<file path="config.mk">
export PLATFORM = sky130hd
export DESIGN_NAME = dmem_request
export DESIGN_NICKNAME = d
export VERILOG_FILES = /design/src/cpu_pkg.sv /design/src/dmem_bus_pkg.sv /design/src/dmem_request.sv
export SDC_FILE = /design/constraint.sdc
export NUM_CORES = 1
export LEC_CHECK = 0
export BUFFER_PORTS_ARGS = -buffer_cell sky130_fd_sc_hd__buf_2
export CAP_MARGIN = 20
export CELL_PAD_IN_SITES_DETAIL_PLACEMENT = 0
export CELL_PAD_IN_SITES_GLOBAL_PLACEMENT = 1
export CORE_AREA = 2 2 271 273
export DETAILED_ROUTE_END_ITERATION = 10
export DIE_AREA = 0 0 273 275
export GPL_TIMING_DRIVEN = 0
export PLACE_DENSITY_LB_ADDON = 0.1
export SYNTH_ARGS = -nofsm -noshare
export SYNTH_HDL_FRONTEND = slang
export SYNTH_SLANG_ARGS = --single-unit
</file>
<file path="constraint.sdc">
create_clock -name clk -period 23.1 [get_ports clk]
set_clock_uncertainty 0.1 [all_clocks]
set_input_delay 1.155 -clock clk [delete_from_list [all_inputs] [get_ports clk]]
set_output_delay 1.155 -clock clk [all_outputs]
set_load 0.02 [all_outputs]
</file>
<file path="src/cpu_pkg.sv">
`default_nettype none

package cpu_pkg;

	// Load opcodes keep the RISC-V funct3 values; stores fill the free codes.
	typedef enum logic [2:0] {
		MEM_LB  = 3'd0,
		MEM_LH  = 3'd1,
		MEM_LW  = 3'd2,
		MEM_SB  = 3'd3,
		MEM_LBU = 3'd4,
		MEM_LHU = 3'd5,
		MEM_SH  = 3'd6,
		MEM_SW  = 3'd7
	} mem_op_e;

	typedef enum logic [2:0] {
		SEL_ALU = 3'd0,
		SEL_MEM = 3'd1,
		SEL_CSR = 3'd2,
		SEL_FPU = 3'd3,
		SEL_PC4 = 3'd4
	} wb_src_e;

	// The bus error code sits in the custom-use range of mcause.
	typedef enum logic [31:0] {
		CAUSE_NONE             = 32'd0,
		CAUSE_ILLEGAL_INSN     = 32'd2,
		CAUSE_BREAKPOINT       = 32'd3,
		CAUSE_LOAD_MISALIGNED  = 32'd4,
		CAUSE_STORE_MISALIGNED = 32'd6,
		CAUSE_ECALL_U          = 32'd8,
		CAUSE_ECALL_M          = 32'd11,
		CAUSE_DMEM_BUS_ERROR   = 32'd24
	} exc_cause_e;

	// A store is a SEL_MEM bundle with rd_wena low.
	typedef struct packed {
		logic [31:0] pc;
		logic [31:0] ir;
		logic [31:0] imm;
		logic        rd_wena;
		logic [5:0]  rd_addr;
		logic [31:0] rd_data;
		logic [31:0] mem_addr;
		logic [31:0] store_data;
		mem_op_e     mem_op;
		wb_src_e     wb_src;
		logic [11:0] csr_addr;
		logic        csr_rena;
		logic        csr_wena;
		logic [31:0] csr_wdata;
		logic [1:0]  csr_op;
		logic [4:0]  fpu_flags;
		logic        trap_ret;
		logic        exc_pend;
		exc_cause_e  exc_cause;
	} ex_bundle_t;

	typedef struct packed {
		ex_bundle_t ex;
		logic       bus_access;
	} req_bundle_t;

	typedef struct packed {
		logic [31:0] pc;
		logic [31:0] ir;
		logic [31:0] imm;
		logic        rd_wena;
		logic [5:0]  rd_addr;
		logic [31:0] rd_data;
		wb_src_e     wb_src;
		logic [11:0] csr_addr;
		logic        csr_rena;
		logic        csr_wena;
		logic [31:0] csr_wdata;
		logic [1:0]  csr_op;
		logic [4:0]  fpu_flags;
		logic        trap_ret;
		logic        exc_pend;
		exc_cause_e  exc_cause;
	} mem_bundle_t;

endpackage

`default_nettype wire

</file>
<file path="src/dmem_bus_pkg.sv">
`default_nettype none

package dmem_bus_pkg;

	typedef enum logic [1:0] {
		RESP_OKAY   = 2'b00,
		RESP_EXOKAY = 2'b01,
		RESP_SLVERR = 2'b10,
		RESP_DECERR = 2'b11
	} axi_resp_e;

	// Read address channel.
	typedef struct packed {
		logic [31:0] addr;
	} axi_ar_t;

	// Write address channel.
	typedef struct packed {
		logic [31:0] addr;
	} axi_aw_t;

	typedef struct packed {
		logic [31:0] data;
		logic [3:0]  strb;
	} axi_w_t;

	typedef struct packed {
		logic [31:0] data;
		axi_resp_e   resp;
	} axi_r_t;

	typedef struct packed {
		axi_resp_e resp;
	} axi_b_t;

endpackage

`default_nettype wire

</file>
<file path="src/dmem_request.sv">
`timescale 1ns/1ns
`default_nettype none

module dmem_request import cpu_pkg::*, dmem_bus_pkg::*; (
	input  logic        clk,
	input  logic        reset,

	input  logic        ex_valid,
	output logic        ex_ready,
	input  ex_bundle_t  ex_bundle,

	output logic        req_valid,
	input  logic        req_ready,
	output req_bundle_t req_bundle,

	output logic        ar_valid,
	input  logic        ar_ready,
	output axi_ar_t     ar,
	output logic        aw_valid,
	input  logic        aw_ready,
	output axi_aw_t     aw,
	output logic        w_valid,
	input  logic        w_ready,
	output axi_w_t      w
);

	logic        out_of_reset;
	logic        is_mem;
	logic        is_store;
	logic        misaligned;
	logic        do_access;
	logic        bus_wait;
	logic        ex_fire;
	logic        req_fire;
	logic [31:0] lane_data;
	logic [3:0]  lane_strb;

	assign is_mem    = ex_bundle.wb_src == SEL_MEM && !ex_bundle.exc_pend;
	assign is_store  = !ex_bundle.rd_wena;
	assign do_access = is_mem && !misaligned;

	// A bus request of our own that is not yet taken blocks the next bundle.
	assign bus_wait = (ar_valid && !ar_ready) || (aw_valid && !aw_ready) ||
		(w_valid && !w_ready);
	assign ex_ready = out_of_reset && (!req_valid || req_ready) && !bus_wait;
	assign ex_fire  = ex_valid && ex_ready;
	assign req_fire = req_valid && req_ready;

	assign ar.addr = req_bundle.ex.mem_addr;
	assign aw.addr = req_bundle.ex.mem_addr;

	always_comb begin
		case (ex_bundle.mem_op)
			MEM_LH, MEM_LHU, MEM_SH: misaligned = ex_bundle.mem_addr[0];
			MEM_LW, MEM_SW:          misaligned = |ex_bundle.mem_addr[1:0];
			default:                 misaligned = 1'b0;
		endcase
	end

	// Narrow stores are copied to every lane; the strobe picks the one that counts.
	always_comb begin
		case (ex_bundle.mem_op)
			MEM_SB: begin
				lane_data = {4{ex_bundle.store_data[7:0]}};
				lane_strb = 4'b0001 << ex_bundle.mem_addr[1:0];
			end
			MEM_SH: begin
				lane_data = {2{ex_bundle.store_data[15:0]}};
				lane_strb = 4'b0011 << {ex_bundle.mem_addr[1], 1'b0};
			end
			MEM_SW: begin
				lane_data = ex_bundle.store_data;
				lane_strb = 4'b1111;
			end
			default: begin
				lane_data = ex_bundle.store_data;
				lane_strb = 4'b0000;
			end
		endcase
	end

	always_ff @(posedge clk, posedge reset) begin
		if (reset) begin
			out_of_reset <= 1'b0;
			req_valid    <= 1'b0;
			ar_valid     <= 1'b0;
			aw_valid     <= 1'b0;
			w_valid      <= 1'b0;
		end else begin
			out_of_reset <= 1'b1;
			if (ar_valid && ar_ready)
				ar_valid <= 1'b0;
			if (aw_valid && aw_ready)
				aw_valid <= 1'b0;
			if (w_valid && w_ready)
				w_valid <= 1'b0;
			if (ex_fire) begin
				req_valid <= 1'b1;
				ar_valid  <= do_access && !is_store;
				aw_valid  <= do_access && is_store;
				w_valid   <= do_access && is_store;
			end else if (req_fire) begin
				req_valid <= 1'b0;
			end
		end
	end

	always_ff @(posedge clk) begin
		if (ex_fire) begin
			req_bundle.ex         <= ex_bundle;
			req_bundle.bus_access <= do_access;
			w.data                <= lane_data;
			w.strb                <= lane_strb;
			if (is_mem && misaligned) begin
				req_bundle.ex.exc_pend <= 1'b1;
				if (is_store)
					req_bundle.ex.exc_cause <= CAUSE_STORE_MISALIGNED;
				else
					req_bundle.ex.exc_cause <= CAUSE_LOAD_MISALIGNED;
			end
		end
	end

endmodule

`default_nettype wire

</file>
* Word level (Yosys, flattened, before mapping) *
Index checks and enable logic that the tools add are counted.

storage, ports and cells
  register bits after elaboration = 334
  bits in latches = 0
  memory bits (writable) = 0
  memory bits (read-only) = 0
  bits of input ports = 299
  output and inout bits = 398
  word-level logic and storage cells = 82
  memories = 0

cells by class
  add/subtract/negate cells = 0
  multipliers = 0
  divide/modulo/power cells = 0
  order comparisons = 0
  equal/unequal tests = 7
  shift operators = 2
  mux-type cells = 13
  bitwise gates (word level) = 0
  reduce and logical (&&, ||, !) cells = 33

operator list
  operator                                                               count
  32-bit one-hot mux with 2 select lines                                 1
  32-bit two-way mux                                                     1
  1-bit logical AND                                                      15
  4-bit one-hot mux with 3 select lines                                  1
  3-bit equality test, second input constant                             3
  1-bit zero test                                                        8
  1-bit two-way mux                                                      8
  2-bit nonzero test                                                     4
  3-bit by 1-bit equality test with 1-bit output, second input constant  2
  3-bit by 2-bit equality test with 1-bit output, second input constant  2
  2-bit OR reduction                                                     2
  1-bit by 2-bit left shift with 4-bit output, first input constant      1
  2-bit by 2-bit left shift with 4-bit output, first input constant      1
  1-bit logical OR                                                       3
  3-bit OR reduction                                                     1
  2-bit two-way mux                                                      1
  1-bit one-hot mux with 2 select lines                                  1

* Depth between registers and ports, before layout *
  word-level depth = 8
  depth in mapped cells = 7
  depth with buffers taken out = 4

* Worst setup path after synthesis *
No wires, ideal clock.

  path kind = input-to-reg
  start point = input port ar_ready
  end point = register req_bundle (netlist bit ar[0]), enable pin
  setup time = 670 ps
  data arrival time = 8025 ps
  data required time = 22330 ps
  path slack = 14306 ps
  stages = 4
  path buffers = 0
  cells stage by stage = inv_1 a2111oi_0 nand3_1 inv_1

between the ends
  longest elaborated chain between the ends = 7

RTL lines
  what                           line                source
  from (decl)                    dmem_request.sv:17  input logic ar_ready,
  1-bit zero test                dmem_request.sv:43  assign bus_wait = (ar_valid && !ar_ready) || (aw_valid && !aw_ready) ||
  1-bit logical AND              dmem_request.sv:43
  1-bit logical OR (2 in a row)  dmem_request.sv:43
  1-bit zero test                dmem_request.sv:45  assign ex_ready = out_of_reset && (!req_valid || req_ready) && !bus_wait;
  1-bit logical AND              dmem_request.sv:45
  1-bit logical AND              dmem_request.sv:46  assign ex_fire = ex_valid && ex_ready;
  named net ex_fire              dmem_request.sv:33  logic ex_fire;
  to (decl)                      dmem_request.sv:14  output req_bundle_t req_bundle,

The timed path passes the listed nets, and every way through them passes these cells.
A chain may end at the register's enable or synchronous reset.

* Worst setup path in the final report *
  start point = input port ar_ready
  end point = register req_bundle[199] (netlist bit), enable pin

The elaborated chain is that of the path after synthesis.

==> flow_metrics.py <==
metrics = {
    "cts": {
        "cts_made_buffers": 43,
        "clk_latency_ns": 0.56,
        "clockBufferDepth": 3,
        "clkTransAtPathRegs_ns": 0.06,
        "clock_sinks": 326,
        "cts_tree": "done",
        "cts_hold_buf": 0,
        "postCtsSetupBuffers": 0,
        "htreeDepth": 2,
        "cts-resized-gates": 0,
        "cts-root-buf": "clkbuf_16",
    },
    "final_layout": {
        "drive_gt1_share_pct": 65.0,
        "fin_nets": 1575,
        "utilization_pct": 23.9,
        "fillers": 7758,
        "synthToLayoutAreaGrowth_pct": 53.8,
        "final_common_cell": "buf_2",
        "final_cell_mix": "698 x buf_2, 321 x edfxtp_1, 74 x buf_4",
    },
    "die": {
        "io_pins": 697,
        "dieArea_um2": 75100,
        "fp-row-count": 99,
        "die_h_um": 275,
        "fp.coreArea_um2": 72300,
        "initial_core_util_pct": 15.5,
        "die_w_um": 273,
    },
    "power_and_ir_drop": {
        "ir_worst_vdd_v": 0.0000442,
        "power_density_nw_per_um2": 84.5,
        "leakage_uw": 0.00715,
        "fin_total_pwr_uw": 1460,
    },
    "setup_path": {
        "cp_slowest_stage_delay_ns": 0.67,
        "crit_path_start_kind": "input pin",
        "crit_slowest_cell": "inv_8",
        "arrival_ns": 3.49,
        "critPathCaptureType": "register",
        "path_class": "input pin to register",
        "path_buf_inv": 4,
        "crit_family": "buffers and inverters",
        "critical_path.max_fanout": 113,
        "worst_ep_required_time_ns": 23.19,
        "worstPathCellList": "buf_2, inv_1, a2111oi_0, nand3_1, inv_8, buf_16",
    },
    "detailed_routing": {
        "via_count": 7546,
        "drt_iter0_markers": 351,
        "wire_per_inst_um": 19.7,
        "finalWirelength_mm": 44.8,
        "drc": 0,
        "vias_per_cell": 3.32,
        "dr.pass1.iters": 4,
        "postRouteAntennaNets": 0,
    },
    "sta": {
        "worst_pin_slew_ns": 0.877,
        "clock.fmax_mhz": 294,
        "report.final.setup_viol": 0,
        "maxSlewViolCount": 0,
        "maxSlewHeadroom_pct": 41.5,
        "fin_ws_ns": 19.69,
        "hold_violations": 0,
        "fin_setup_tns_ns": 0,
        "post-route-period-util_pct": 14.7,
        "fin_crit_ns": 3.41,
        "rsz0062_at_grt": "no",
    },
    "placement": {
        "io_buffers": 696,
        "dpl_worst_slack_ns": 19.04,
        "place.gp.congestion": 0.758,
        "hpwlAfterDp_mm": 35.1,
    },
    "flow_run": {
        "maxCapViolations": 0,
    },
    "synthesis": {
        "synth_top_area_cell": "edfxtp_1",
        "netlist_instances": 533,
        "ys_ff_latch": 326,
        "synth_top_cells_by_area": "edfxtp_1 86%, buf_4 4.9%, nor2b_1 1.8%, mux2_2 1.6%, dfrtp_1 1.1%",
        "netlist_area_um2": 11200,
        "yosysWarnings": 0,
        "synth.distinct_cells": 30,
        "ys_seq_area_share_pct": 86.9,
        "synthesis.nets": 832,
        "yosysTopAreaCellShare_pct": 85.8,
        "syn_area_per_cell_um2": 21.1,
    },
    "global_route": {
        "first_global_vias": 7538,
        "antenna_found_initial": 8,
        "grt_start_max_net_pins": 114,
        "overflow": 0,
        "grt_pass1_wl_mm": 58.9,
        "grt.total_usage_pct": 11.2,
    },
    "outcome": {
        "status": "finished clean",
    },
    "hold_path": {
        "min_path_type": "input pin to async pin",
    },
}
## worst register-to-register path, cell delays in order (launching register included)
cell       delay (ns)
dfrtp_1          0.39
nor2b_1          0.13
a2111oi_0        0.46
nand3_1          0.37
inv_8            0.67
buf_16           0.48
## final timing paths
kind / slack, ns / cells past startpoint / from / end
min in group clk: 0.44 / 2 / aw_valid / aw_valid
worst min register to register: 0.44 / 2 / aw_valid / aw_valid
max in group asynchronous: 22.30 / 2 / reset / req_valid
worst max-delay path: 19.69 / 6 / ar_ready / req_bundle[199]
worst min-delay path: 0.40 / 2 / reset / ar_valid
worst max register to register: 19.93 / 5 / w_valid / req_bundle[199]
## cells by family after synthesis
family | Yosys count | share of synthesized area [%]
flops | 326 | 86.9
buf+inv | 93 | 5.74
simple gates | 50 | 2.83
compound gates | 45 | 2.70
mux | 17 | 1.70
xor+xnor | 1 | 0.0780
other cells | 1 | 0.0334
## per-stage QoR
step                      hold slack (ns)  area, um^2  instances
after floorplan                     0.458       11200        533
after global placement              0.425       15900       2188
after detailed placement            0.434       16000       2190
after CTS                           0.360       17300       2266
after global routing                0.375       17300       2267
final                               0.401       17300       2271
## layout make-up
cell class | count | area (um^2) | share of cell area (%)
Clock inverter | 23 | 145 | 0.840
Timing Repair Buffer | 698 | 3540 | 20.5
Multi-Input combinational cell | 114 | 825 | 4.77
Antenna cell | 5 | 12.5 | 0.0724
Buffer | 83 | 607 | 3.51
Clock buffer | 53 | 1130 | 6.57
Sequential cell | 326 | 9760 | 56.5
Tap cell | 959 | 1200 | 6.95
Inverter | 10 | 45.0 | 0.261
## sequential cells by signal, summed over array words and instances (netlist names)
register	cells
req_valid	1
w_valid	1
req_bundle	261
out_of_reset	1
ar	32
ar_valid	1
w	28
aw_valid	1
## routing by layer
| metal | share of wire (%) | vias up | wire [um] | global-route usage, % |
|---|---|---|---|---|
| met4 | 2.2 | 4 | 995 | 3.32 |
| li1 | - | 3476 | - | - |
| met1 | 34 | 3647 | 15300 | 11.4 |
| met2 | 54 | 350 | 24100 | 20.7 |
| met5 | 0.051 | - | 23 | 0 |
| met3 | 9.9 | 69 | 4420 | 4.70 |
## synthesized netlist by cell type
cell         n
buf_6        2
nand3_1      3
or4b_2       1
clkbuf_1     5
nand2_1      3
o21ai_0      2
nand2b_1     2
and2_1       2
or3_1        1
edfxtp_1   321
nor3_4       1
mux2_1       1
mux2_2      16
conb_1       1
inv_1       10
o31ai_1      1
o22ai_1     16
buf_2        2
o22a_1       8
buf_4       74
xor2_1       1
nor2b_1     33
a2111oi_0    1
a21oi_1     10
or2_1        3
o32ai_1      3
o21bai_1     1
dfrtp_1      5
a21boi_0     3
and3b_1      1
## where the power goes
group / switching (uW) / total, uW / leakage, uW / internal, uW
Clock: 263 / 621 / 0.000623 / 358
Combinational: 92.6 / 145 / 0.00348 / 52.8
Sequential: 7.53 / 693 / 0.00305 / 686
Total: 363 / 1460 / 0.00715 / 1100
Power figures use the tool's default switching activity.
