**src/cpu_pkg.sv**
```systemverilog
`default_nettype none

package cpu_pkg;

	// Load opcodes keep the RISC-V funct3 values; stores fill the free codes.
	typedef enum logic [2:0] {
		MEM_LB  = 3'd0,
		MEM_LH  = 3'd1,
		MEM_LW  = 3'd2,
		MEM_SB  = 3'd3,
		MEM_LBU = 3'd4,
		MEM_LHU = 3'd5,
		MEM_SH  = 3'd6,
		MEM_SW  = 3'd7
	} mem_op_e;

	typedef enum logic [2:0] {
		SEL_ALU = 3'd0,
		SEL_MEM = 3'd1,
		SEL_CSR = 3'd2,
		SEL_FPU = 3'd3,
		SEL_PC4 = 3'd4
	} wb_src_e;

	// The bus error code sits in the custom-use range of mcause.
	typedef enum logic [31:0] {
		CAUSE_NONE             = 32'd0,
		CAUSE_ILLEGAL_INSN     = 32'd2,
		CAUSE_BREAKPOINT       = 32'd3,
		CAUSE_LOAD_MISALIGNED  = 32'd4,
		CAUSE_STORE_MISALIGNED = 32'd6,
		CAUSE_ECALL_U          = 32'd8,
		CAUSE_ECALL_M          = 32'd11,
		CAUSE_DMEM_BUS_ERROR   = 32'd24
	} exc_cause_e;

	// A store is a SEL_MEM bundle with rd_wena low.
	typedef struct packed {
		logic [31:0] pc;
		logic [31:0] ir;
		logic [31:0] imm;
		logic        rd_wena;
		logic [5:0]  rd_addr;
		logic [31:0] rd_data;
		logic [31:0] mem_addr;
		logic [31:0] store_data;
		mem_op_e     mem_op;
		wb_src_e     wb_src;
		logic [11:0] csr_addr;
		logic        csr_rena;
		logic        csr_wena;
		logic [31:0] csr_wdata;
		logic [1:0]  csr_op;
		logic [4:0]  fpu_flags;
		logic        trap_ret;
		logic        exc_pend;
		exc_cause_e  exc_cause;
	} ex_bundle_t;

	typedef struct packed {
		ex_bundle_t ex;
		logic       bus_access;
	} req_bundle_t;

	typedef struct packed {
		logic [31:0] pc;
		logic [31:0] ir;
		logic [31:0] imm;
		logic        rd_wena;
		logic [5:0]  rd_addr;
		logic [31:0] rd_data;
		wb_src_e     wb_src;
		logic [11:0] csr_addr;
		logic        csr_rena;
		logic        csr_wena;
		logic [31:0] csr_wdata;
		logic [1:0]  csr_op;
		logic [4:0]  fpu_flags;
		logic        trap_ret;
		logic        exc_pend;
		exc_cause_e  exc_cause;
	} mem_bundle_t;

endpackage

`default_nettype wire

```
**src/dmem_bus_pkg.sv**
```systemverilog
`default_nettype none

package dmem_bus_pkg;

	typedef enum logic [1:0] {
		RESP_OKAY   = 2'b00,
		RESP_EXOKAY = 2'b01,
		RESP_SLVERR = 2'b10,
		RESP_DECERR = 2'b11
	} axi_resp_e;

	// Read address channel.
	typedef struct packed {
		logic [31:0] addr;
	} axi_ar_t;

	// Write address channel.
	typedef struct packed {
		logic [31:0] addr;
	} axi_aw_t;

	typedef struct packed {
		logic [31:0] data;
		logic [3:0]  strb;
	} axi_w_t;

	typedef struct packed {
		logic [31:0] data;
		axi_resp_e   resp;
	} axi_r_t;

	typedef struct packed {
		axi_resp_e resp;
	} axi_b_t;

endpackage

`default_nettype wire

```
**src/mem_stage.sv**
```systemverilog
`timescale 1ns/1ns
`default_nettype none

module mem_stage import cpu_pkg::*, dmem_bus_pkg::*; (
	input  logic        clk,
	input  logic        reset,

	input  logic        req_valid,
	output logic        req_ready,
	input  req_bundle_t req_bundle,

	input  logic        r_valid,
	output logic        r_ready,
	input  axi_r_t      r,
	input  logic        b_valid,
	output logic        b_ready,
	input  axi_b_t      b,

	output logic        out_valid,
	input  logic        out_ready,
	output mem_bundle_t out_bundle
);

	ex_bundle_t  ex;
	logic        is_load;
	logic        needs_resp;
	logic        resp_here;
	logic        resp_ok;
	logic        csr_hold;
	logic        stall;
	logic        req_fire;
	logic [1:0]  offset;
	logic [7:0]  ld_byte;
	logic [15:0] ld_half;
	mem_bundle_t nxt;

	assign ex         = req_bundle.ex;
	assign is_load    = ex.rd_wena;
	assign needs_resp = req_bundle.bus_access;
	assign resp_here  = is_load ? r_valid : b_valid;
	assign resp_ok    = is_load ? r.resp == RESP_OKAY : b.resp == RESP_OKAY;

	// A CSR access in the register must reach write-back before the next bundle.
	assign csr_hold  = out_valid && (out_bundle.csr_rena || out_bundle.csr_wena);
	assign stall     = csr_hold || (req_valid && needs_resp && !resp_here);
	assign req_ready = out_ready && !stall;
	assign req_fire  = req_valid && req_ready;

	assign r_ready = req_fire && needs_resp && is_load;
	assign b_ready = req_fire && needs_resp && !is_load;

	// Whole byte lanes are picked from the address kept in the bundle.
	assign offset  = ex.mem_addr[1:0];
	assign ld_byte = r.data[8*offset +: 8];
	assign ld_half = offset[1] ? r.data[31:16] : r.data[15:0];

	always_comb begin
		nxt.pc        = ex.pc;
		nxt.ir        = ex.ir;
		nxt.imm       = ex.imm;
		nxt.rd_wena   = ex.rd_wena;
		nxt.rd_addr   = ex.rd_addr;
		nxt.rd_data   = ex.rd_data;
		nxt.wb_src    = ex.wb_src;
		nxt.csr_addr  = ex.csr_addr;
		nxt.csr_rena  = ex.csr_rena;
		nxt.csr_wena  = ex.csr_wena;
		nxt.csr_wdata = ex.csr_wdata;
		nxt.csr_op    = ex.csr_op;
		nxt.fpu_flags = ex.fpu_flags;
		nxt.trap_ret  = ex.trap_ret;
		nxt.exc_pend  = ex.exc_pend;
		nxt.exc_cause = ex.exc_cause;

		if (needs_resp) begin
			if (!resp_ok) begin
				nxt.rd_wena   = 1'b0;
				nxt.csr_wena  = 1'b0;
				nxt.exc_pend  = 1'b1;
				nxt.exc_cause = CAUSE_DMEM_BUS_ERROR;
			end else if (is_load) begin
				case (ex.mem_op)
					MEM_LB:  nxt.rd_data = {{24{ld_byte[7]}}, ld_byte};
					MEM_LBU: nxt.rd_data = {24'h000000, ld_byte};
					MEM_LH:  nxt.rd_data = {{16{ld_half[15]}}, ld_half};
					MEM_LHU: nxt.rd_data = {16'h0000, ld_half};
					default: nxt.rd_data = r.data;
				endcase
			end
		end
	end

	// MEM/WB register.
	always_ff @(posedge clk, posedge reset) begin
		if (reset) begin
			out_valid  <= 1'b0;
			out_bundle <= '0;
		end else if (req_fire) begin
			out_valid  <= 1'b1;
			out_bundle <= nxt;
		end else if (out_valid && out_ready) begin
			out_valid  <= 1'b0;
			out_bundle <= '0;
		end
	end

endmodule

`default_nettype wire

```
**config.mk**
```make
export PLATFORM = sky130hd
export DESIGN_NAME = mem_stage
export DESIGN_NICKNAME = d
export VERILOG_FILES = /design/src/cpu_pkg.sv /design/src/dmem_bus_pkg.sv /design/src/mem_stage.sv
export SDC_FILE = /design/constraint.sdc
export NUM_CORES = 1
export LEC_CHECK = 0
export BUFFER_PORTS_ARGS = -buffer_cell sky130_fd_sc_hd__buf_2
export CORE_AREA = 4 4 219 221
export CTS_BUF_LIST = sky130_fd_sc_hd__clkbuf_16
export DETAILED_ROUTE_END_ITERATION = 6
export DIE_AREA = 0 0 223 225
export PLACE_DENSITY_LB_ADDON = 0.1
export SETUP_SLACK_MARGIN = 0.4
export SLEW_MARGIN = 10
export SYNTH_ARGS = -nofsm -noshare
export SYNTH_HDL_FRONTEND = slang
export SYNTH_SLANG_ARGS = --single-unit
```
**constraint.sdc**
```tcl
create_clock -name clk -period 8.54 [get_ports clk]
set_clock_uncertainty 0.05 [all_clocks]
set_input_delay 0.854 -clock clk [delete_from_list [all_inputs] [get_ports clk]]
set_output_delay 0.854 -clock clk [all_outputs]
set_load 0.03 [all_outputs]
```
==> Yosys cells after proc, flatten, opt, wreduce, memory -nomap -nowiden <==
Cells that the tools add are included.
{ "word_totals": {"elab_cells": 56, "in_bits": 335, "ff_bits": 226} }
{ "classes": {"n_shift": 1, "n_eq_ne": 3, "mux": 17, "n_reduce_logical": 18} }
{ "op_table": {"columns": ["cell", "count"], "rows": [
  ["2-to-1 mux 225 bit", 2],
  ["one-hot mux 32 bit (4 select lines)", 1],
  ["2-to-1 mux 32 bit", 3],
  ["2-to-1 mux 33 bit", 2],
  ["variable part select 32 x 6 -> 8 bit", 1],
  ["2-to-1 mux 16 bit", 1],
  ["logical AND 1 bit", 9],
  ["2-to-1 mux 1 bit", 8],
  ["equality test 3 bit (second input constant)", 2],
  ["logical NOT 2 bit", 2],
  ["equality test 3 x 1 -> 1 bit (second input constant)", 1],
  ["logical NOT 1 bit", 3],
  ["logical NOT 3 bit", 1],
  ["logical OR 1 bit", 2],
  ["nonzero test 2 bit", 1]
]} }

==> Depth between registers and ports, before layout <==
Gate-level depths: netlist of the first run.
{ "depth": {"ltp_word": 9, "mapped_depth": 9} }

==> Worst setup path after synthesis of the first run <==
Ideal clock, no wire load.
{ "synth_path": {"path_kind": "input -> output", "startpoint": "input req_bundle[196] (netlist name)", "endpoint": "output b_ready", "path_stages": 6, "path_slack_ps": 5280, "arrival_time_ps": 2356, "required_ps": 7636, "n_path_buf": 3, "cell_sequence": "buf_2 -> mux2_1 -> o211ai_1 -> buf_2 -> buf_4 -> nor3_1"} }
{ "synth_via": {"elab_chain_cells": 9} }
{ "synth_rtl": {"columns": ["item", "line", "source"], "rows": [
  ["start, declared", "mem_stage.sv:10", "input req_bundle_t req_bundle,"],
  ["2-to-1 mux 1 bit", "mem_stage.sv:40", "assign resp_here = is_load ? r_valid : b_valid;"],
  ["logical NOT 1 bit", "mem_stage.sv:45", "assign stall = csr_hold || (req_valid && needs_resp && !resp_here);"],
  ["logical AND 1 bit", "mem_stage.sv:45", null],
  ["logical OR 1 bit", "mem_stage.sv:45", null],
  ["logical NOT 1 bit", "mem_stage.sv:46", "assign req_ready = out_ready && !stall;"],
  ["logical AND 1 bit", "mem_stage.sv:46", null],
  ["logical AND 1 bit", "mem_stage.sv:47", "assign req_fire = req_valid && req_ready;"],
  ["logical AND 1 bit", "mem_stage.sv:50", "assign b_ready = req_fire && needs_resp && !is_load;"],
  ["logical AND 1 bit *", "mem_stage.sv:50", null],
  ["end, declared", "mem_stage.sv:16", "output logic b_ready,"]
]} }
Every way passes the cells marked *; elsewhere a longest branch is shown, timed or not.

==> Worst setup path in the final report of the first run <==
{ "layout_path": {"startpoint": "register out_bundle[73] (netlist name)", "endpoint": "output r_ready"} }
{ "layout_via": {"elab_chain_cells": 8} }
{ "layout_rtl": {"columns": ["item", "line", "source"], "rows": [
  ["start, declared", "mem_stage.sv:21", "output mem_bundle_t out_bundle"],
  ["start signal, assigned", "mem_stage.sv:100", "out_bundle <= nxt;"],
  ["logical OR 1 bit", "mem_stage.sv:44", "assign csr_hold = out_valid && (out_bundle.csr_rena || out_bundle.csr_wena);"],
  ["logical AND 1 bit", "mem_stage.sv:44", null],
  ["logical OR 1 bit", "mem_stage.sv:45", null],
  ["logical NOT 1 bit", "mem_stage.sv:46", null],
  ["logical AND 1 bit", "mem_stage.sv:46", null],
  ["logical AND 1 bit", "mem_stage.sv:47", null],
  ["logical AND 1 bit (2 in a row)", "mem_stage.sv:49", "assign r_ready = req_fire && needs_resp && is_load;"],
  ["end, declared", "mem_stage.sv:13", "output logic r_ready,"]
]} }
Every way passes these cells.

==> out/results.txt, run 1 <==
initial antenna violation count: 12
first-pass GRT wire length: 53.8 mm
total setup buffers inserted after CTS: 0
number of gates resized after CTS: 0
Total Routing Usage GR: 0.136
share of cells above drive strength 1: 0.479
Fin Setup TNS: 0 ns
DP Worst Slack: 4.15 ns
Placer Congestion: 0.748
kind of critical path: reg2out
fin crit share: 0.435
static leakage: 0.00684 uW
Net Sw Frac: 0.351
Pwr Density: 261 mW/mm2
final wirelength: 36.4 mm
ordered list of cells on the worst path: o21ai_0 -> o211a_4 -> and3_1 -> buf_2
Setup-failing EPs final: 0
number of enable flip-flop cells after synthesis: 0
die extent in y: 225 um
Cell variety after synth: 47
Hold WS: 0.408 ns
top_reg_cell synth: dfrtp_1
root buffer cell: clkbuf_16
final hold violation count: 0
YS warnings: 0
Post-Route Utilization: 0.279
CP arrival: 2.81 ns
vias per cell: 4.36
fmax: 269 MHz
RSZ-0062 raised after global routing: false
TritonCTS clock tree: done
Max Slew Vio Count: 0
initial core utilization: 0.194
Ports: 564
status: finished, final reports clean
Post-CTS Hold Buffers: 0
Setup WS post-layout: 4.82 ns
IO Port Bufs: 501
worst hold path type: reg2reg
WL/cell: 20.2 um
DRC: 0
max-cap viol count: 0
Detail Placement HPWL: 25.9 mm
Filler cells: 4,926
worst skew pair latency: 0.57 ns
sequential share of the synthesized area: 0.631
worst-path fanout max: 75
initial DRC count: 357
Synth Instances: 687
Die X-Extent: 223 um
row cnt: 79
maximum clock path buffer count: 3
leading cell type in the layout, fill and taps excluded: buf_2
max incr delay on CP: 0.87 ns
Reg power frac: 0.393
grt total ovfl: 0
number of CTS-inserted buffers: 28
CP max stage cell: o211a_4
Worst Tran Pin Value: 1.11 ns
Rel. slew slack: 0.258
post-route cell area: 0.0129 mm2
VDD IR-drop max: 0.140 mV
syn nets: 1,022
final-stage net count: 1,500
#FFs+latches synth: 226
vias post-DR: 7,848
delay-heaviest family, CP: compound AO/OA/AOI/OAI gates
area delta synth->final: 43.9%
largest net degree at the start of global routing: 126
Req. time, crit path: 7.64 ns
Buf/Inv on CP: 1
NetSw: 1180 uW
CP endpoint kind: primary output
Clock Power Share: 0.336
number of global-route vias before repair: 8,456
asr flop ratio synth: 1.00
# H-tree levels: 1
Worst-path clk slew: 0.06 ns
drt pass-1 iters: 4
most frequent cells in the layout: buf_2 (501), dfrtp_1 (226), a22o_1 (190)
Core Region: 0.0462 mm2
Syn Area/Cell: 13.0 um2
Min Clock Period, post-route: 3.72 ns
mapped cell area: 0.00896 mm2
clock sink count: 226
full die area: 0.0502 mm2
Comb pwr share: 0.271
Detail Route Antenna Nets: 0
Pint: 2180 uW
Setup crit start kind: flip-flop
Placement Cell Area: 0.0120 mm2
[power groups by stage]
| stage | Sequential (uW) | Clock [uW] | Combinational, uW |
|---|---|---|---|
| 6_report | 1320 | 1130 | 913 |
| 5_1_grt | 1340 | 1220 | 974 |
| 4_1_cts | 1320 | 1180 | 931 |
| 3_5_place_dp | 1340 | 0 | 929 |
| 3_3_place_gp | 1340 | 0 | 933 |
| 2_1_floorplan | 1670 | 0 | 251 |
[routing by layer]
layer,vias up,part of all wire,GRT usage
met5,-,0.0013,0
met4,8,0.020,0.0348
met3,50,0.091,0.0460
met2,337,0.48,0.228
met1,3837,0.41,0.168
li1,3616,-,-
[cell type report]
type / instances / area [um2] / area share
Clock buffer: 28 / 701 / 0.0543
Tap cell: 607 / 759 / 0.0589
Multi-Input combinational cell: 394 / 3000 / 0.233
Clock inverter: 22 / 160 / 0.0124
Inverter: 5 / 26.3 / 0.00204
Antenna cell: 8 / 20.0 / 0.00155
Sequential cell: 226 / 5660 / 0.439
Timing Repair Buffer: 510 / 2570 / 0.200
[worst min-delay path, delay by kind of cell, from the launching register on]
kind,cells,cell delay (ns)
AND/OR/NAND/NOR,2,0.10
flip-flops,1,0.33
[kinds of logic (layout without fill, tap and decap cells)]
kind of cell | count (synthesis) | count (layout) | synth area share
compound gates | 277 | 277 | 0.260
buf+inv | 67 | 565 | 0.0366
flops | 226 | 226 | 0.631
mux | 11 | 11 | 0.0144
other cells | 0 | 8 | 0
simple gates | 106 | 106 | 0.0581
[per-stage QoR]
step / power [uW] / cells
6_report: 3360 / 1800
5_1_grt: 3530 / 1799
4_1_cts: 3430 / 1792
3_5_place_dp: 2270 / 1742
3_3_place_gp: 2270 / 1742
2_1_floorplan: 1920 / 687
[state kept, by name, indices dropped and copies added (netlist names)]
name	flops
out_valid	1
out_bundle	225
[Yosys cell counts, types with 5 or more instances]
library cell / count / area share
clkbuf_1: 20 / 0.0084
a22o_1: 190 / 0.19
dfrtp_1: 226 / 0.63
nand3_1: 34 / 0.019
nor2_1: 25 / 0.010
mux2i_1: 5 / 0.0056
a21oi_1: 12 / 0.0067
a22oi_1: 7 / 0.0059
nand3b_1: 5 / 0.0042
o211ai_1: 12 / 0.010
a21o_1: 6 / 0.0050
o211ai_2: 10 / 0.014
o22ai_1: 7 / 0.0049
nor2b_1: 6 / 0.0042
o21ai_0: 12 / 0.0067
buf_2: 39 / 0.022
nand2_1: 23 / 0.0096
[worst paths after layout]
check | start | to | slack [ns] | cells past startpoint
worst min-delay path | out_bundle[32] | out_bundle[32] | 0.41 | 2
worst max register to register | out_valid | out_bundle[186] | 4.83 | 5
max in group asynchronous | reset | out_bundle[58] | 6.64 | 3
worst max-delay path | out_bundle[73] | r_ready | 4.82 | 4
worst min register to register | out_bundle[32] | out_bundle[32] | 0.41 | 2
min in group asynchronous | reset | out_bundle[79] | 0.45 | 2
Power figures use the tool's default switching activity.
==> run 2: changes to the inputs <==
--- a/config.mk
+++ b/config.mk
@@ -6,10 +6,10 @@
 export NUM_CORES = 1
 export LEC_CHECK = 0
 export BUFFER_PORTS_ARGS = -buffer_cell sky130_fd_sc_hd__buf_2
-export CORE_AREA = 4 4 219 221
+export CORE_AREA = 4 4 215 217
 export CTS_BUF_LIST = sky130_fd_sc_hd__clkbuf_16
 export DETAILED_ROUTE_END_ITERATION = 6
-export DIE_AREA = 0 0 223 225
+export DIE_AREA = 0 0 219 221
 export PLACE_DENSITY_LB_ADDON = 0.1
 export SETUP_SLACK_MARGIN = 0.4
 export SLEW_MARGIN = 10
==> constraint.sdc (replaced) <==
create_clock -name clk -period 3.1 [get_ports clk]
set_clock_uncertainty 0.05 [all_clocks]
set_input_delay 0.31 -clock clk [delete_from_list [all_inputs] [get_ports clk]]
set_output_delay 0.31 -clock clk [all_outputs]
set_load 0.03 [all_outputs]
==> run 2 against run 1 <==
  * Clock power rose to 2.7 times the previous value
  * Core utilization increased by 6.7 points
  * Hold slack got worse by 0.37 ns
  * Cell area increased by 18%
  * Global-route usage up 1.6 points
  * Cell count is 12% higher
  * Count of clock-buffer cells in the layout unchanged
  * Critical path type is now in2out
  * Critical endpoint unchanged
==> out/results.txt, run 2 (same netlist as run 1, synthesis figures left out) <==
status: finished, final reports clean
Detail Placement HPWL: 26.9 mm
full die area: 0.0484 mm2
drt pass-1 iters: 4
Min Clock Period, post-route: 2.55 ns
max-cap viol count: 0
Setup crit start kind: primary input
post-route cell area: 0.0153 mm2
maximum clock path buffer count: 3
VDD IR-drop max: 0.337 mV
worst-path fanout max: 15
fmax: 392 MHz
Placement Cell Area: 0.0121 mm2
Buf/Inv on CP: 3
worst hold path type: in2reg
worst skew pair latency: 0.55 ns
final hold violation count: 0
grt met2 use: 0.255
static leakage: 0.00785 uW
fin crit share: 0.823
initial antenna violation count: 8
Worst-path clk slew: 0.06 ns
HP Start: r[3]
CP max stage cell: dlygate4sd3_1
leading cell type in the layout, fill and taps excluded: buf_2
initial core utilization: 0.203
Hold WS: 0.0335 ns
TritonCTS clock tree: done
max reg flops: 225
Ports: 564
Placer Congestion: 0.773
IO Port Bufs: 501
final-stage net count: 1,738
row cnt: 77
Largest Register: out_bundle
share of cells above drive strength 1: 0.405
# H-tree levels: 1
final wirelength: 38.7 mm
CP arrival: 2.19 ns
most frequent CP cell: buf_2
Die X-Extent: 219 um
routing usage on met1: 0.184
Pwr Density: 620 mW/mm2
clock sink count: 226
GR Util met3: 0.0532
number of CTS-inserted buffers: 28
Total Routing Usage GR: 0.151
Detail Route Antenna Nets: 0
Max Slew Vio Count: 0
Fin Setup TNS: 0 ns
grt total ovfl: 0
most frequent cells in the layout: buf_2 (501), dlygate4sd3_1 (231), dfrtp_1 (226)
ordered list of cells on the worst path: dlygate4sd3_1 -> buf_2 -> and2_1 -> o211a_4 -> and3_1 -> buf_2
root buffer cell: clkbuf_16
delay-heaviest family, CP: buffers and inverters
first-pass GRT wire length: 58.4 mm
initial DRC count: 429
vias post-DR: 8,781
Post-Route Utilization: 0.346
GRT busiest layer: met2
Reg-to-Reg Start: out_bundle[73]
WL/cell: 19.2 um
Critical path origin: out_ready
Core Region: 0.0441 mm2
Req. time, crit path: 2.74 ns
DP Worst Slack: 0.377 ns
Setup-failing EPs final: 0
largest net degree at the start of global routing: 114
Worst Tran Pin Value: 1.05 ns
Rel. slew slack: 0.298
CP endpoint kind: primary output
R2R setup slack: 0.66 ns
Largest regs: out_bundle: 225 flops, out_valid: 1 flops
kind of critical path: in2out
DRC: 0
max incr delay on CP: 0.55 ns
number of global-route vias before repair: 9,567
area delta synth->final: 70.4%
die extent in y: 221 um
Setup WS post-layout: 0.547 ns
RSZ-0062 raised after global routing: false
vias per cell: 4.36
==> run 2: cell count changes in the layout (fill, tap and decap cells not counted), moves of 2 or more <==
cell,change
buf_12,+5
dlygate4sd3_1,+231
diode_2,-6
nor2_1,-2
nor2_2,+2
==> run 2: path summary, 6_finish.rpt <==
check / to / cells past startpoint
setup / recovery: r_ready / 6
hold / removal: out_bundle[91] / 3
setup reg to reg: out_bundle[120] / 6
hold reg to reg: out_bundle[105] / 2
max in group asynchronous: out_bundle[69] / 4
min in group asynchronous: out_bundle[145] / 3
==> run 2: area by class of cell <==
type	count	area, um2
inverter	5	22.5
timing repair buffer	747	4990
clock buffer	28	701
multi-input combinational	395	3020
sequential	226	5660
tap	592	741
clock inverter	20	135
antenna	2	5.00
fill	4599	28900
==> run 2: power by group <==
group | internal (uW) | switching, uW | leakage (uW)
logic | 1050 | 1770 | 0.00448
registers | 3400 | 237 | 0.00294
clock network | 1710 | 1300 | 0.000431
==> run 2: worst register-to-register path: stages (launching register included) <==
cell and delay [ns]:
dfrtp_1 0.41, o21ai_2 0.33, o211ai_1 0.31, nor2_2 0.28, nand2_4 0.22, o211ai_1 0.23
dlygate4sd3_1 0.56
==> run 2: repair_timing <==
action,4_1_cts,5_1_grt
hold endpoints to repair,235,0
buffers inserted,0,1
pin swaps,1,0
hold buffers,231,0
gates resized for setup,2,2
gates cloned,1,0
endpoints found under the setup margin,34,8
==> run 2: through the flow <==
| step | std cells | total power, uW |
|---|---|---|
| after global routing | 2015 | 9970 |
| after detailed placement | 1732 | 6260 |
| after floorplan | 687 | 5290 |
| final | 2015 | 9470 |
| after global placement | 1732 | 6270 |
| after CTS | 2012 | 9650 |
==> run 2: layer usage <==
layer | part of all wire | vias up
li1 | - | 4078
met3 | 0.092 | 68
met5 | 0.0017 | -
met2 | 0.48 | 358
met4 | 0.029 | 12
met1 | 0.40 | 4265
